<file path="src/verilog/mem_pipe_defines.svh">
// Size parameters for the load/store unit.
// Included by every file that needs address, TLB or cache dimensions.

`ifndef MEM_PIPE_DEFINES_SVH
`define MEM_PIPE_DEFINES_SVH

`define MP_VADDR_W        32
`define MP_PADDR_W        32

// 4 KiB pages
`define MP_PAGE_OFFSET_W  12
`define MP_VPN_W          (`MP_VADDR_W - `MP_PAGE_OFFSET_W)
`define MP_PPN_W          (`MP_PADDR_W - `MP_PAGE_OFFSET_W)

`define MP_TLB_ENTRIES    4

// One dword per line, indexed by paddr[6:3]
`define MP_DCACHE_LINES   16

`endif
</file>
<file path="src/verilog/mem_bus_pkg.sv">
// Data and storage formats used by the datapath blocks.
// A dword is viewed as raw bits or as byte, half and word lanes.
`default_nettype none

`include "mem_pipe_defines.svh"

package mem_bus_pkg;

  typedef union packed {
    logic [63:0]      raw;
    logic [7:0][7:0]  b;
    logic [3:0][15:0] h;
    logic [1:0][31:0] w;
  } dword_u;

  // Valid bit and tag are kept by the TLB itself
  typedef struct packed {
    logic [`MP_PPN_W-1:0] ppn;
    logic                 r;
    logic                 w;
  } tlb_entry_s;

endpackage

`default_nettype wire

</file>
<file path="src/verilog/mem_op_pkg.sv">
// Operation, access size and result status of memory instructions.
// Shared by the control FSM, the lane logic and the testbench.
`default_nettype none

package mem_op_pkg;

  typedef enum logic [3:0] {
    e_lb, e_lbu, e_lh, e_lhu, e_lw, e_lwu, e_ld,
    e_sb, e_sh, e_sw, e_sd
  } mem_op_e;

  // Encoded as log2 of the byte count
  typedef enum logic [1:0] {
    e_size_b = 2'd0,
    e_size_h = 2'd1,
    e_size_w = 2'd2,
    e_size_d = 2'd3
  } mem_size_e;

  typedef enum logic [2:0] {
    e_exc_none,
    e_exc_misaligned,
    e_exc_tlb_miss,
    e_exc_load_page_fault,
    e_exc_store_page_fault
  } mem_exc_e;

  function automatic mem_size_e mem_op_size(mem_op_e op);
    case (op)
      e_lb, e_lbu, e_sb: return e_size_b;
      e_lh, e_lhu, e_sh: return e_size_h;
      e_lw, e_lwu, e_sw: return e_size_w;
      default:           return e_size_d;
    endcase
  endfunction

  function automatic logic mem_op_is_store(mem_op_e op);
    return op inside {e_sb, e_sh, e_sw, e_sd};
  endfunction

  function automatic logic mem_op_is_unsigned(mem_op_e op);
    return op inside {e_lbu, e_lhu, e_lwu};
  endfunction

endpackage

`default_nettype wire

</file>
<file path="src/verilog/dcache_if.sv">
// Request and completion signals between the control FSM and the data cache.
// The control side asks for lookups and bus transfers, the cache answers.
`default_nettype none
`timescale 1ns/100ps

`include "mem_pipe_defines.svh"

interface dcache_if;

  logic                   lookup_v;
  logic [`MP_PADDR_W-1:0] paddr;
  logic                   hit;
  logic [63:0]            rdata;
  logic                   miss_refill;
  logic                   store_write;
  logic [7:0]             wsel;
  logic [63:0]            wdata;
  // One pulse per finished Wishbone transfer
  logic                   done;

  modport ctrl (
    output lookup_v, paddr, miss_refill, store_write, wsel, wdata,
    input  hit, rdata, done
  );

  modport cache (
    input  lookup_v, paddr, miss_refill, store_write, wsel, wdata,
    output hit, rdata, done
  );

endinterface

`default_nettype wire

</file>
<file path="src/verilog/dcache.sv">
// Direct-mapped write-through data cache with one dword per line,
// plus the Wishbone classic master that serves refills and stores.
// Stores never allocate; a store hit updates the line in place.
`default_nettype none
`timescale 1ns/100ps

`include "mem_pipe_defines.svh"

module dcache (
  input  logic                   clk_i,
  input  logic                   reset_i,
  dcache_if.cache                cache,
  output logic                   wb_cyc_o,
  output logic                   wb_stb_o,
  output logic                   wb_we_o,
  output logic [`MP_PADDR_W-1:0] wb_adr_o,
  output logic [7:0]             wb_sel_o,
  output logic [63:0]            wb_dat_o,
  input  logic                   wb_ack_i,
  input  logic [63:0]            wb_dat_i
);
  import mem_bus_pkg::*;

  localparam int IDX_W = $clog2(`MP_DCACHE_LINES);
  localparam int TAG_W = `MP_PADDR_W - 3 - IDX_W;

  logic [`MP_DCACHE_LINES-1:0] valid_r;
  logic [TAG_W-1:0]            tag_r  [`MP_DCACHE_LINES];
  dword_u                      data_r [`MP_DCACHE_LINES];
  logic [IDX_W-1:0]            lookup_idx, bus_idx;
  logic [TAG_W-1:0]            lookup_tag, bus_tag;
  logic [63:0]                 byte_mask;
  dword_u                      merged;
  logic                        start;
  logic                        cyc_r;
  logic                        ack;

  assign lookup_idx = cache.paddr[3 +: IDX_W];
  assign lookup_tag = cache.paddr[`MP_PADDR_W-1 -: TAG_W];
  assign bus_idx    = wb_adr_o[3 +: IDX_W];
  assign bus_tag    = wb_adr_o[`MP_PADDR_W-1 -: TAG_W];

  assign cache.hit = cache.lookup_v & valid_r[lookup_idx]
                   & (tag_r[lookup_idx] == lookup_tag);

  // Refill data is forwarded straight from the bus on ack
  assign cache.rdata = cyc_r ? wb_dat_i : data_r[lookup_idx].raw;

  always_comb begin
    for (int i = 0; i < 8; i++)
      byte_mask[8*i +: 8] = {8{cache.wsel[i]}};
  end

  assign merged.raw = (data_r[lookup_idx].raw & ~byte_mask) | (cache.wdata & byte_mask);

  assign start      = cache.miss_refill | cache.store_write;
  assign ack        = cyc_r & wb_ack_i;
  assign cache.done = ack;

  always_ff @(posedge clk_i) begin
    if (reset_i)
      cyc_r <= 1'b0;
    else if (ack)
      cyc_r <= 1'b0;
    else if (start)
      cyc_r <= 1'b1;
  end

  always_ff @(posedge clk_i) begin
    if (start) begin
      wb_we_o  <= cache.store_write;
      wb_adr_o <= {cache.paddr[`MP_PADDR_W-1:3], 3'b000};
      wb_sel_o <= cache.store_write ? cache.wsel : 8'hff;
      wb_dat_o <= cache.wdata;
    end
  end

  assign wb_cyc_o = cyc_r;
  assign wb_stb_o = cyc_r;

  always_ff @(posedge clk_i) begin
    if (reset_i)
      valid_r <= '0;
    else if (ack && !wb_we_o)
      valid_r[bus_idx] <= 1'b1;
  end

  always_ff @(posedge clk_i) begin
    if (ack && !wb_we_o) begin
      tag_r[bus_idx]      <= bus_tag;
      data_r[bus_idx].raw <= wb_dat_i;
    end else if (cache.store_write && cache.hit) begin
      data_r[lookup_idx] <= merged;
    end
  end

endmodule

`default_nettype wire

</file>
<file path="src/verilog/dtlb.sv">
// Direct-mapped data TLB, indexed by the low virtual page number bits.
// Entries come in through the fill port; sfence clears them all at once.
// Lookup is combinational.
`default_nettype none
`timescale 1ns/100ps

`include "mem_pipe_defines.svh"

module dtlb (
  input  logic                    clk_i,
  input  logic                    reset_i,
  input  logic                    flush_i,
  input  logic                    fill_v_i,
  input  logic [`MP_VPN_W-1:0]    fill_vpn_i,
  input  mem_bus_pkg::tlb_entry_s fill_entry_i,
  input  logic [`MP_VPN_W-1:0]    lookup_vpn_i,
  output logic                    hit_o,
  output mem_bus_pkg::tlb_entry_s entry_o
);
  import mem_bus_pkg::*;

  localparam int IDX_W = $clog2(`MP_TLB_ENTRIES);
  localparam int TAG_W = `MP_VPN_W - IDX_W;

  logic [`MP_TLB_ENTRIES-1:0] valid_r;
  logic [TAG_W-1:0]           tag_r   [`MP_TLB_ENTRIES];
  tlb_entry_s                 entry_r [`MP_TLB_ENTRIES];
  logic [IDX_W-1:0]           fill_idx, lookup_idx;
  logic [TAG_W-1:0]           fill_tag, lookup_tag;

  assign fill_idx   = fill_vpn_i[IDX_W-1:0];
  assign fill_tag   = fill_vpn_i[`MP_VPN_W-1:IDX_W];
  assign lookup_idx = lookup_vpn_i[IDX_W-1:0];
  assign lookup_tag = lookup_vpn_i[`MP_VPN_W-1:IDX_W];

  // Flush takes priority over a fill in the same cycle
  always_ff @(posedge clk_i) begin
    if (reset_i || flush_i)
      valid_r <= '0;
    else if (fill_v_i)
      valid_r[fill_idx] <= 1'b1;
  end

  always_ff @(posedge clk_i) begin
    if (fill_v_i) begin
      tag_r[fill_idx]   <= fill_tag;
      entry_r[fill_idx] <= fill_entry_i;
    end
  end

  assign hit_o   = valid_r[lookup_idx] & (tag_r[lookup_idx] == lookup_tag);
  assign entry_o = entry_r[lookup_idx];

endmodule

`default_nettype wire

</file>
<file path="src/verilog/load_align.sv">
// Lane logic for loads and stores within one dword.
// Loads pick the addressed lane and extend it; stores replicate the
// data into every lane and produce the byte selects.
`default_nettype none
`timescale 1ns/100ps

module load_align (
  input  mem_op_pkg::mem_op_e op_i,
  input  logic [2:0]          offset_i,
  input  logic [63:0]         line_i,
  input  logic [63:0]         store_data_i,
  output logic [63:0]         rdata_o,
  output logic [7:0]          wsel_o,
  output logic [63:0]         wdata_o
);
  import mem_op_pkg::*;
  import mem_bus_pkg::*;

  dword_u      line;
  dword_u      sdata;
  dword_u      lanes;
  logic [7:0]  lane_b;
  logic [15:0] lane_h;
  logic [31:0] lane_w;
  logic        sext;

  assign line.raw  = line_i;
  assign sdata.raw = store_data_i;

  assign lane_b = line.b[offset_i];
  assign lane_h = line.h[offset_i[2:1]];
  assign lane_w = line.w[offset_i[2]];
  assign sext   = ~mem_op_is_unsigned(op_i);

  always_comb begin
    case (mem_op_size(op_i))
      e_size_b: rdata_o = {{56{sext & lane_b[7]}}, lane_b};
      e_size_h: rdata_o = {{48{sext & lane_h[15]}}, lane_h};
      e_size_w: rdata_o = {{32{sext & lane_w[31]}}, lane_w};
      default:  rdata_o = line.raw;
    endcase
  end

  always_comb begin
    lanes.raw = sdata.raw;
    wsel_o    = 8'hff;
    case (mem_op_size(op_i))
      e_size_b: begin
        for (int i = 0; i < 8; i++)
          lanes.b[i] = sdata.b[0];
        wsel_o = 8'h01 << offset_i;
      end
      e_size_h: begin
        for (int i = 0; i < 4; i++)
          lanes.h[i] = sdata.h[0];
        wsel_o = 8'h03 << {offset_i[2:1], 1'b0};
      end
      e_size_w: begin
        for (int i = 0; i < 2; i++)
          lanes.w[i] = sdata.w[0];
        wsel_o = 8'h0f << {offset_i[2], 2'b00};
      end
      default: ;
    endcase
  end

  assign wdata_o = lanes.raw;

endmodule

`default_nettype wire

</file>
<file path="src/verilog/mem_pipe.sv">
// Top level of the load/store unit.
// Connects the control FSM, data TLB, data cache and lane logic, and
// exposes the request, response, TLB fill and Wishbone master ports.
`default_nettype none
`timescale 1ns/100ps

`include "mem_pipe_defines.svh"

module mem_pipe (
  input  logic                    clk_i,
  input  logic                    reset_i,
  input  logic                    sfence_i,
  input  logic                    req_v_i,
  input  mem_op_pkg::mem_op_e     req_op_i,
  input  logic [`MP_VADDR_W-1:0]  req_base_i,
  input  logic [`MP_VADDR_W-1:0]  req_imm_i,
  input  logic [63:0]             req_data_i,
  output logic                    ready_o,
  output logic                    resp_v_o,
  output logic [63:0]             resp_data_o,
  output mem_op_pkg::mem_exc_e    resp_exc_o,
  input  logic                    fill_v_i,
  input  logic [`MP_VPN_W-1:0]    fill_vpn_i,
  input  mem_bus_pkg::tlb_entry_s fill_entry_i,
  output logic                    wb_cyc_o,
  output logic                    wb_stb_o,
  output logic                    wb_we_o,
  output logic [`MP_PADDR_W-1:0]  wb_adr_o,
  output logic [7:0]              wb_sel_o,
  output logic [63:0]             wb_dat_o,
  input  logic                    wb_ack_i,
  input  logic [63:0]             wb_dat_i
);
  import mem_op_pkg::*;
  import mem_bus_pkg::*;

  logic [`MP_VPN_W-1:0] tlb_vpn;
  logic                 tlb_hit;
  tlb_entry_s           tlb_entry;
  mem_op_e              align_op;
  logic [2:0]           align_offset;
  logic [63:0]          align_store_data;
  logic [7:0]           align_wsel;
  logic [63:0]          align_wdata;
  logic [63:0]          align_rdata;

  dcache_if cache_bus ();

  mem_pipe_ctrl u_ctrl (
    .clk_i          (clk_i),
    .reset_i        (reset_i),
    .req_v_i        (req_v_i),
    .req_op_i       (req_op_i),
    .req_base_i     (req_base_i),
    .req_imm_i      (req_imm_i),
    .req_data_i     (req_data_i),
    .ready_o        (ready_o),
    .tlb_vpn_o      (tlb_vpn),
    .tlb_hit_i      (tlb_hit),
    .tlb_entry_i    (tlb_entry),
    .cache          (cache_bus.ctrl),
    .align_op_o     (align_op),
    .align_offset_o (align_offset),
    .align_wdata_o  (align_store_data),
    .align_wsel_i   (align_wsel),
    .align_wdata_i  (align_wdata),
    .align_rdata_i  (align_rdata),
    .resp_v_o       (resp_v_o),
    .resp_data_o    (resp_data_o),
    .resp_exc_o     (resp_exc_o)
  );

  dtlb u_dtlb (
    .clk_i        (clk_i),
    .reset_i      (reset_i),
    .flush_i      (sfence_i),
    .fill_v_i     (fill_v_i),
    .fill_vpn_i   (fill_vpn_i),
    .fill_entry_i (fill_entry_i),
    .lookup_vpn_i (tlb_vpn),
    .hit_o        (tlb_hit),
    .entry_o      (tlb_entry)
  );

  dcache u_dcache (
    .clk_i    (clk_i),
    .reset_i  (reset_i),
    .cache    (cache_bus.cache),
    .wb_cyc_o (wb_cyc_o),
    .wb_stb_o (wb_stb_o),
    .wb_we_o  (wb_we_o),
    .wb_adr_o (wb_adr_o),
    .wb_sel_o (wb_sel_o),
    .wb_dat_o (wb_dat_o),
    .wb_ack_i (wb_ack_i),
    .wb_dat_i (wb_dat_i)
  );

  // Line data comes from the cache array or the bus during a refill
  load_align u_align (
    .op_i         (align_op),
    .offset_i     (align_offset),
    .line_i       (cache_bus.rdata),
    .store_data_i (align_store_data),
    .rdata_o      (align_rdata),
    .wsel_o       (align_wsel),
    .wdata_o      (align_wdata)
  );

endmodule

`default_nettype wire

</file>
<file path="src/verilog/mem_pipe_ctrl.sv">
// Control FSM of the load/store unit.
// Registers one request, checks alignment and permissions, and then either
// answers at once or waits for a refill or write-through on the bus.
`default_nettype none
`timescale 1ns/100ps

`include "mem_pipe_defines.svh"

module mem_pipe_ctrl (
  input  logic                    clk_i,
  input  logic                    reset_i,
  input  logic                    req_v_i,
  input  mem_op_pkg::mem_op_e     req_op_i,
  input  logic [`MP_VADDR_W-1:0]  req_base_i,
  input  logic [`MP_VADDR_W-1:0]  req_imm_i,
  input  logic [63:0]             req_data_i,
  output logic                    ready_o,
  output logic [`MP_VPN_W-1:0]    tlb_vpn_o,
  input  logic                    tlb_hit_i,
  input  mem_bus_pkg::tlb_entry_s tlb_entry_i,
  dcache_if.ctrl                  cache,
  output mem_op_pkg::mem_op_e     align_op_o,
  output logic [2:0]              align_offset_o,
  output logic [63:0]             align_wdata_o,
  input  logic [7:0]              align_wsel_i,
  input  logic [63:0]             align_wdata_i,
  input  logic [63:0]             align_rdata_i,
  output logic                    resp_v_o,
  output logic [63:0]             resp_data_o,
  output mem_op_pkg::mem_exc_e    resp_exc_o
);
  import mem_op_pkg::*;

  typedef enum logic [1:0] {s_idle, s_lookup, s_bus, s_respond} state_e;

  state_e                 state_r, state_n;
  mem_op_e                op_r;
  logic [`MP_VADDR_W-1:0] vaddr_r;
  logic [63:0]            data_r;
  logic                   accept;
  logic                   is_store;
  logic                   misaligned;
  mem_exc_e               exc;
  logic                   no_exc;
  logic [63:0]            resp_data_r;
  mem_exc_e               resp_exc_r;

  assign ready_o  = (state_r == s_idle) | (state_r == s_respond);
  assign accept   = req_v_i & ready_o;
  assign is_store = mem_op_is_store(op_r);

  // Effective address is formed as the request is taken
  always_ff @(posedge clk_i) begin
    if (accept) begin
      op_r    <= req_op_i;
      vaddr_r <= req_base_i + req_imm_i;
      data_r  <= req_data_i;
    end
  end

  always_comb begin
    case (mem_op_size(op_r))
      e_size_b: misaligned = 1'b0;
      e_size_h: misaligned = vaddr_r[0];
      e_size_w: misaligned = |vaddr_r[1:0];
      default:  misaligned = |vaddr_r[2:0];
    endcase
  end

  // Misalignment wins over translation faults
  always_comb begin
    if (misaligned)
      exc = e_exc_misaligned;
    else if (!tlb_hit_i)
      exc = e_exc_tlb_miss;
    else if (is_store && !tlb_entry_i.w)
      exc = e_exc_store_page_fault;
    else if (!is_store && !tlb_entry_i.r)
      exc = e_exc_load_page_fault;
    else
      exc = e_exc_none;
  end

  assign no_exc = (exc == e_exc_none);

  assign tlb_vpn_o         = vaddr_r[`MP_VADDR_W-1 -: `MP_VPN_W];
  assign cache.lookup_v    = (state_r == s_lookup);
  assign cache.paddr       = {tlb_entry_i.ppn, vaddr_r[`MP_PAGE_OFFSET_W-1:0]};
  assign cache.miss_refill = cache.lookup_v & no_exc & ~is_store & ~cache.hit;
  assign cache.store_write = cache.lookup_v & no_exc & is_store;
  assign cache.wsel        = align_wsel_i;
  assign cache.wdata       = align_wdata_i;

  assign align_op_o     = op_r;
  assign align_offset_o = vaddr_r[2:0];
  assign align_wdata_o  = data_r;

  always_comb begin
    state_n = state_r;
    case (state_r)
      s_idle:
        if (accept)
          state_n = s_lookup;
      s_lookup:
        if (!no_exc || (!is_store && cache.hit))
          state_n = s_respond;
        else
          state_n = s_bus;
      s_bus:
        if (cache.done)
          state_n = s_respond;
      default:
        state_n = accept ? s_lookup : s_idle;
    endcase
  end

  always_ff @(posedge clk_i) begin
    if (reset_i)
      state_r <= s_idle;
    else
      state_r <= state_n;
  end

  // TLB may change during a bus wait, so the bus path reports no fault
  always_ff @(posedge clk_i) begin
    if (state_r == s_lookup && !no_exc) begin
      resp_exc_r  <= exc;
      resp_data_r <= '0;
    end else if ((state_r == s_lookup && !is_store && cache.hit)
                 || (state_r == s_bus && cache.done)) begin
      resp_exc_r  <= e_exc_none;
      resp_data_r <= is_store ? 64'd0 : align_rdata_i;
    end
  end

  assign resp_v_o    = (state_r == s_respond);
  assign resp_data_o = resp_data_r;
  assign resp_exc_o  = resp_exc_r;

endmodule

`default_nettype wire

</file>
<file path="config.mk">
export PLATFORM = sky130hd
export DESIGN_NAME = mem_pipe
export DESIGN_NICKNAME = d
export VERILOG_FILES = /design/src/verilog/mem_bus_pkg.sv /design/src/verilog/mem_op_pkg.sv /design/src/verilog/dcache_if.sv /design/src/verilog/dcache.sv /design/src/verilog/dtlb.sv /design/src/verilog/load_align.sv /design/src/verilog/mem_pipe.sv /design/src/verilog/mem_pipe_ctrl.sv
export VERILOG_INCLUDE_DIRS = /design/src /design/src/verilog
export SDC_FILE = /design/constraint.sdc
export NUM_CORES = 2
export LEC_CHECK = 0
export BUFFER_PORTS_ARGS = -buffer_cell sky130_fd_sc_hd__buf_4
export CAP_MARGIN = 20
export CELL_PAD_IN_SITES_DETAIL_PLACEMENT = 1
export CELL_PAD_IN_SITES_GLOBAL_PLACEMENT = 2
export CORE_MARGIN = 1.5
export CORE_UTILIZATION = 40
export CTS_CLUSTER_SIZE = 8
export DETAILED_ROUTE_END_ITERATION = 8
export PLACE_DENSITY = 0.65
export SKIP_CTS_REPAIR_TIMING = 1
export SLEW_MARGIN = 20
export SYNTH_ARGS = -nofsm -noshare
export SYNTH_HDL_FRONTEND = slang
export SYNTH_HIERARCHICAL = 1
export SYNTH_SLANG_ARGS = --single-unit
</file>
<file path="constraint.sdc">
create_clock -name clk_i -period 7.72 [get_ports clk_i]
set_input_delay 0 -clock clk_i [delete_from_list [all_inputs] [get_ports clk_i]]
set_output_delay 0 -clock clk_i [all_outputs]
set_load 0.02 [all_outputs]
</file>
-- Word level (Yosys, flattened, before mapping)
Memory sizes are Yosys's and may differ from the RTL's. A register that Yosys moved wholly into a read port is not among the register bits.
Index checks and enable logic that the tools add are counted.
- reduce and logical (&&, ||, !) cells: 32
- bitwise operators: 23
- add/sub/neg operators: 1
- order comparisons: 9
- eq/ne operators: 20
- muxes and demuxes: 48
- shift-type cells: 3
- operators with widths (cell ; count):
    one-hot mux 64 bit (3 select lines) ; 2
    2-to-1 mux 64 bit ; 3
    AND 64 bit ; 2
    2-to-1 mux 32 bit ; 2
    inverter 64 bit ; 1
    bitwise OR 64 bit ; 1
    OR reduction 64 bit ; 1
    adder 32 bit ; 1
    binary-select mux 16 bit (select 2 bit) ; 1
    == test 25 bit ; 1
    binary-select mux 8 bit (select 3 bit) ; 1
    2-to-1 mux 4 bit ; 6
    one-hot mux 8 bit (3 select lines) ; 1
    == test 18 bit ; 1
    2-to-1 mux 16 bit ; 1
    bitwise OR 16 bit ; 1
    2-to-1 mux 3 bit ; 5
    2-to-1 mux 1 bit ; 14
    AND 1 bit ; 12
    == test 4 bit, second input constant ; 3
    logical AND 1 bit ; 11
    == test 2 bit, second input constant ; 5
    < comparator 4 x 5 -> 1 bit, second input constant ; 2
    2-to-1 mux 2 bit ; 5
    33 further kinds ; 53
- register bits after elaboration: 292
- ROM bits: 96
- bits in writable memories: 1584
- memories: 7
- memories (name ; words ; bits a word ; read ports ; clocked after Yosys merged registers in ; wr ports ; RTL line ; source):
    u_dcache.data_r ; 16 ; 64 ; 1 ; 1 ; 1 ; dcache.sv:29 ; dword_u data_r [`MP_DCACHE_LINES];
    u_dcache.tag_r ; 16 ; 25 ; 1 ; 1 ; 1 ; dcache.sv:28 ; logic [TAG_W-1:0] tag_r [`MP_DCACHE_LINES];
    u_dtlb.entry_r ; 4 ; 22 ; 1 ; 1 ; 1 ; dtlb.sv:27 ; tlb_entry_s entry_r [`MP_TLB_ENTRIES];
    u_dtlb.tag_r ; 4 ; 18 ; 1 ; 1 ; 1 ; dtlb.sv:26 ; logic [TAG_W-1:0] tag_r [`MP_TLB_ENTRIES];
    (no name shown) ; 16 ; 2 ; 1 ; 1 ; 0 ; mem_op_pkg.sv:29 ; case (op)
    (no name shown) ; 16 ; 2 ; 1 ; 1 ; 0 ; mem_op_pkg.sv:29 ;
    1 more memories ; -- ; -- ; -- ; -- ; -- ; -- ;

-- Depth between registers and ports, before layout
- word-level depth: 17
- depth in mapped cells: 18
- gate-level depth less buffers: 12

-- Cells and area by module
Netlist, hierarchy kept.
- modules (own cells, without submodules) (module ; seq. area each (um2) ; cells an instance ; instances ; area each (um2)):
    dcache ; 46164.3 ; 2565 ; 1 ; 60245.3
    mem_pipe_ctrl ; 4454.3 ; 796 ; 1 ; 8326.7
    dtlb ; 4884.7 ; 267 ; 1 ; 6178.4
    load_align ; 0.0 ; 449 ; 1 ; 3392.0

-- Worst setup path after synthesis
OpenSTA, ideal clock, no wires.
- kind: register to register
- start point: reg u_ctrl.vaddr_r[12]
- end point: mem u_dcache/data_r[10][0] in the netlist's numbering (enable)
- arrival time: 4.926 ns
- cell stages (with the launch flop): 13
- library setup time: 0.398 ns
- path slack: 2.396 ns
- clock period less this slack: 5.324 ns
- buffers on the path: 2
- cells stage by stage: edfxtp_1 -> buf_6 -> mux4_2 -> xor2_1 -> nor4_1 -> nand4_1 -> a2111oi_2 -> nand3_1 -> nor3b_1 -> o21ai_0 -> nor4_4 -> buf_2 -> a31o_2
- longest elaborated chain between the ends: 14
- elaborated cells between the ends (all ways): 15
- RTL lines (item ; RTL line ; source):
    from (decl) ; mem_pipe_ctrl.sv:38 ; logic [`MP_VADDR_W-1:0] vaddr_r;
    from (signal assigned) ; mem_pipe_ctrl.sv:56 ; vaddr_r <= req_base_i + req_imm_i;
    binary-select mux 1 bit (select 2 bit) (*) ; dtlb.sv:51 ; assign hit_o = valid_r[lookup_idx] & (tag_r[lookup_idx] == lookup_tag);
    2-to-1 mux 1 bit (not written as such) (*) ; dtlb.sv:51 ;
    AND 1 bit (*) ; dtlb.sv:51 ;
    via tlb_hit ; mem_pipe.sv:38 ; logic tlb_hit;
    2-to-1 mux 3 bit (*) ; mem_pipe_ctrl.sv:74 ; else if (!tlb_hit_i)
    2-to-1 mux 3 bit (*) ; mem_pipe_ctrl.sv:72 ; if (misaligned)
    logical NOT 3 bit (*) ; mem_pipe_ctrl.sv:84 ; assign no_exc = (exc == e_exc_none);
    AND 1 bit (*) (2 in series) ; mem_pipe_ctrl.sv:90 ; assign cache.store_write = cache.lookup_v & no_exc & is_store;
    via cache_bus.store_write ; dcache_if.sv:15 ; logic store_write;
    logical AND 1 bit (*) ; dcache.sv:92 ; end else if (cache.store_write && cache.hit) begin
    2-to-1 mux 1 bit (*) ; dcache.sv:92 ;
    2-to-1 mux 1 bit (*) ; dcache.sv:89 ; if (ack && !wb_we_o) begin
    2-to-1 mux 1 bit (not written as such) (*) ; dcache.sv:93 ; data_r[lookup_idx] <= merged;
    OR reduction 64 bit (no line) ; -- ;
    2-to-1 mux 4 bit (no line) / 2-to-1 mux 1 bit (equally long branches) ; -- ;
    to (decl) ; dcache.sv:29 ;
Mark *: on every way through the listed nets, which the timed path passes. The rest lies on a longest branch. The select of a mux whose other input is x is not followed.

-- Final worst setup path
- start point: reg u_ctrl.vaddr_r[12]
- end point: mem u_dcache/data_r[2][44] in the netlist's numbering (data pin)
- longest elaborated chain between the ends: 14
- RTL lines (item ; RTL line):
    binary-select mux 1 bit (select 2 bit) ; dtlb.sv:51
    2-to-1 mux 1 bit (not written as such) ; dtlb.sv:51
    AND 1 bit ; dtlb.sv:51
    via tlb_hit ; mem_pipe.sv:38
    2-to-1 mux 3 bit ; mem_pipe_ctrl.sv:74
    2-to-1 mux 3 bit ; mem_pipe_ctrl.sv:72
    logical NOT 3 bit ; mem_pipe_ctrl.sv:84
    AND 1 bit (2 in series) ; mem_pipe_ctrl.sv:90
    via cache_bus.store_write ; dcache_if.sv:15
    logical AND 1 bit ; dcache.sv:92
    2-to-1 mux 1 bit ; dcache.sv:92
    2-to-1 mux 1 bit ; dcache.sv:89
    2-to-1 mux 1 bit (not written as such) ; dcache.sv:93
    OR reduction 64 bit (no line) ; --
    2-to-1 mux 64 bit (no line) ; --
The timed path passes the listed nets, and every way through them passes these cells. The select of a mux whose other input is x is not followed.

==> impl_results.md <==
- Outcome: complete, but fails checks
- Failing checks: hold timing
- Initial Util: 40.19%
- Crit share post-route: about 85%
- Final Max Slew Viols: 0
- Initial antenna violation count: 27
- Dpl hpwl: 161.0 mm
- DRC: 0
- Worst Path Max Fanout: 40
- Wirelength per Cell: 33.90 um
- Clock Latency Late Sink: 0.93 ns
- Critical Setup Path Class: flop to flop
- IO Count: 420
- Clock sinks: ~1900
- Gpl congestion: between 0.8 and 0.9
- Sw frac: around 30%
- Worst path slowest cell: edfxtp_1
- TritonCTS Buffers: about 290
- Port bufs: between 400 and 500
- Syn avg cell area: between 15 and 20 um^2
- Crit-path cells: mux4_2, xor2_1, nor4_1, nand4_1, a2111oi_2, nand3_1, nor3b_2, buf_4, o21ai_0, nor4_4, buf_4, buf_4, mux2_1
- Fin area: 95450 um^2
- Ys Warns: 6
- Nets: 5221
- Max_slew headroom: between 20% and 30%
- DR iter-0 viols: approximately 4400
- Worst Max-Slew Pin Slew: 1.166 ns
- Routed WL: 256.6 mm
- Worst path buffer plus inverter count: 3
- Combinational fraction of design power: a little over a quarter
- DRT antenna net count: 0
- Vias in the first global route: about 44000
- Die height: about 440 um
- Core area: slightly below 200000 um^2
- Die width: 444.9 um
- PD cells: around 320 nW/um^2
- Worst IR drop on VDD: 0.2403 mV
- Fin Hold WS: -0.01110 ns
- Int Pwr: 21.47 mW
- Largest net degree at the start of global routing: roughly 110
- Reg clk slew, reported paths: around 0.050 ns
- Post-route minimum period: ~6.5 ns
- First-pass GRT wire length: around 350 mm
- DP Area: 84050 um^2
- GRT Overall Usage: roughly 25%
- Crit end category: flop
- Critical Path AT: just over 7 ns
- Crit-path most repeated cell: buf_4
- Hold Fails Final Rpt: 5
- Root Driver: clkbuf_16
- Detailed Routing Iterations Pass 1: 6
- Total congestion overflow: 0
- Die area: slightly below 200000 um^2
- Startpoint Class: flop
- Switch Pwr: about 9 mW
- Final setup TNS: 0 ns
- Layout cells sized above 1: 32.46%
- Setup violators final: 0
- Fin util: 49.10%
- Tightest Hold Check Type: primary input to flop
- CTS tree: built
- Critical path's top delay family: simple AND/OR/NAND/NOR gates
- Sequential Power Share: approximately two fifths
- Crit path largest cell delay: 0.98 ns
- Clock skew: 0.07866 ns
- # rows: about 160
- Layout area overhead: 22.18%
- Syn Inst Count: 4074
- Post-synthesis cell area: around 78000 um^2
- Fmax: around 0.15 GHz
- Via-to-Cell Ratio: between 5 and 6
- H-tree depth: 5
- RSZ-0062 raised after global routing: no
- Routed via count: about 44000
- Max Root-Sink Buffers: 4
- Maxcap violations: 0
- Clock Power Share: between 30 and 40%
- Worst path required time: about 8.3 ns
- Pleak: ~32 nW
## layout make-up
cell class	count	area, um^2
sequential	1878	55510
tap	2542	3181
timing repair buffer	908	8013
clock inverter	10	81.33
clock buffer	353	7546
inverter	47	176.4
antenna	12	30.03
multi-input combinational	1820	20920
fill	17670	98930
## sequential cells by signal, indices dropped and copies added, names as in the netlist, 8 cells and up, named ones only
name and flops:
u_dcache/tag_r 400, u_dcache/wb_adr_o 29, u_dcache/data_r 1024, u_dcache/wb_dat_o 64, u_ctrl/resp_data_o 64, u_dcache/wb_sel_o 8
u_dtlb/entry_r 88, u_dtlb/tag_r 72, u_ctrl/vaddr_r 32, u_ctrl/align_wdata_o 64, u_dcache/valid_r 16
## through the flow
stage / power [mW] / cells / worst slack, ns / hold WS (ns)
3_3_place_gp: 19.76 / 6820 / 1.231 / 0.1787
2_1_floorplan: 16.95 / 4076 / 2.396 / 0.06907
6_report: 30.74 / 7570 / 1.191 / -0.01110
3_5_place_dp: 19.78 / 6821 / 1.170 / 0.1793
4_1_cts: 30.75 / 7184 / 1.120 / -0.7924
5_1_grt: 31.65 / 7565 / 0.8077 / 0.004408
## power by group through the flow
stage | Combinational, mW | Clock (mW) | Sequential [mW]
CTS | 7.90 | 11.1 | 11.7
global placement | 7.85 | 0 | 11.9
finish | 8.10 | 10.9 | 11.7
detailed placement | 7.86 | 0 | 11.9
floorplan | 5.18 | 0 | 11.8
global route | 8.44 | 11.5 | 11.7
## tightest hold or removal path: cells and delay by family
family	cells	cell delay (ns)
AO/OA/AOI/OAI	4	0.52
buffers and inverters	1	0.09
adder cells (fa/ha/maj)	1	0.14
## placed cells by master (no fill, tap or decap), drive strengths merged, types with 15 or more instances in the layout
master       count
xnor2           40
dfxtp           89
a21o            51
clkbuf         353
a31o            17
inv             52
nand2b          29
nor3            15
a31oi           17
o21ai           50
ha              35
buf            534
edfxtp        1789
xor2            37
a21oi          144
a22oi           24
nand3           90
nand2          185
mux2i           40
o22ai           22
o2111a          16
mux4           490
nor2           107
dlygate4sd3    374
mux2           230
## worst paths after layout
| kind | startpoint | endpoint | slack [ns] | cells past startpoint |
|---|---|---|---|---|
| worst max-delay path | u_ctrl/vaddr_r[12] | u_dcache/data_r[2][44] | 1.19 | 13 |
| worst min-delay path | req_base_i[30] | u_ctrl/vaddr_r[31] | -0.01 | 6 |
| worst min register to register | u_ctrl/resp_data_o[37] | u_ctrl/resp_data_o[37] | 0.46 | 2 |
| worst max register to register | u_ctrl/vaddr_r[12] | u_dcache/data_r[2][44] | 1.19 | 13 |
## routing by layer
layer,routed length (um),GRT usage [%]
met5,13,0
met2,128800,42.13
met1,104500,34.10
met3,16630,4.928
met4,6719,7.252
(Power assumes the default switching activity.)
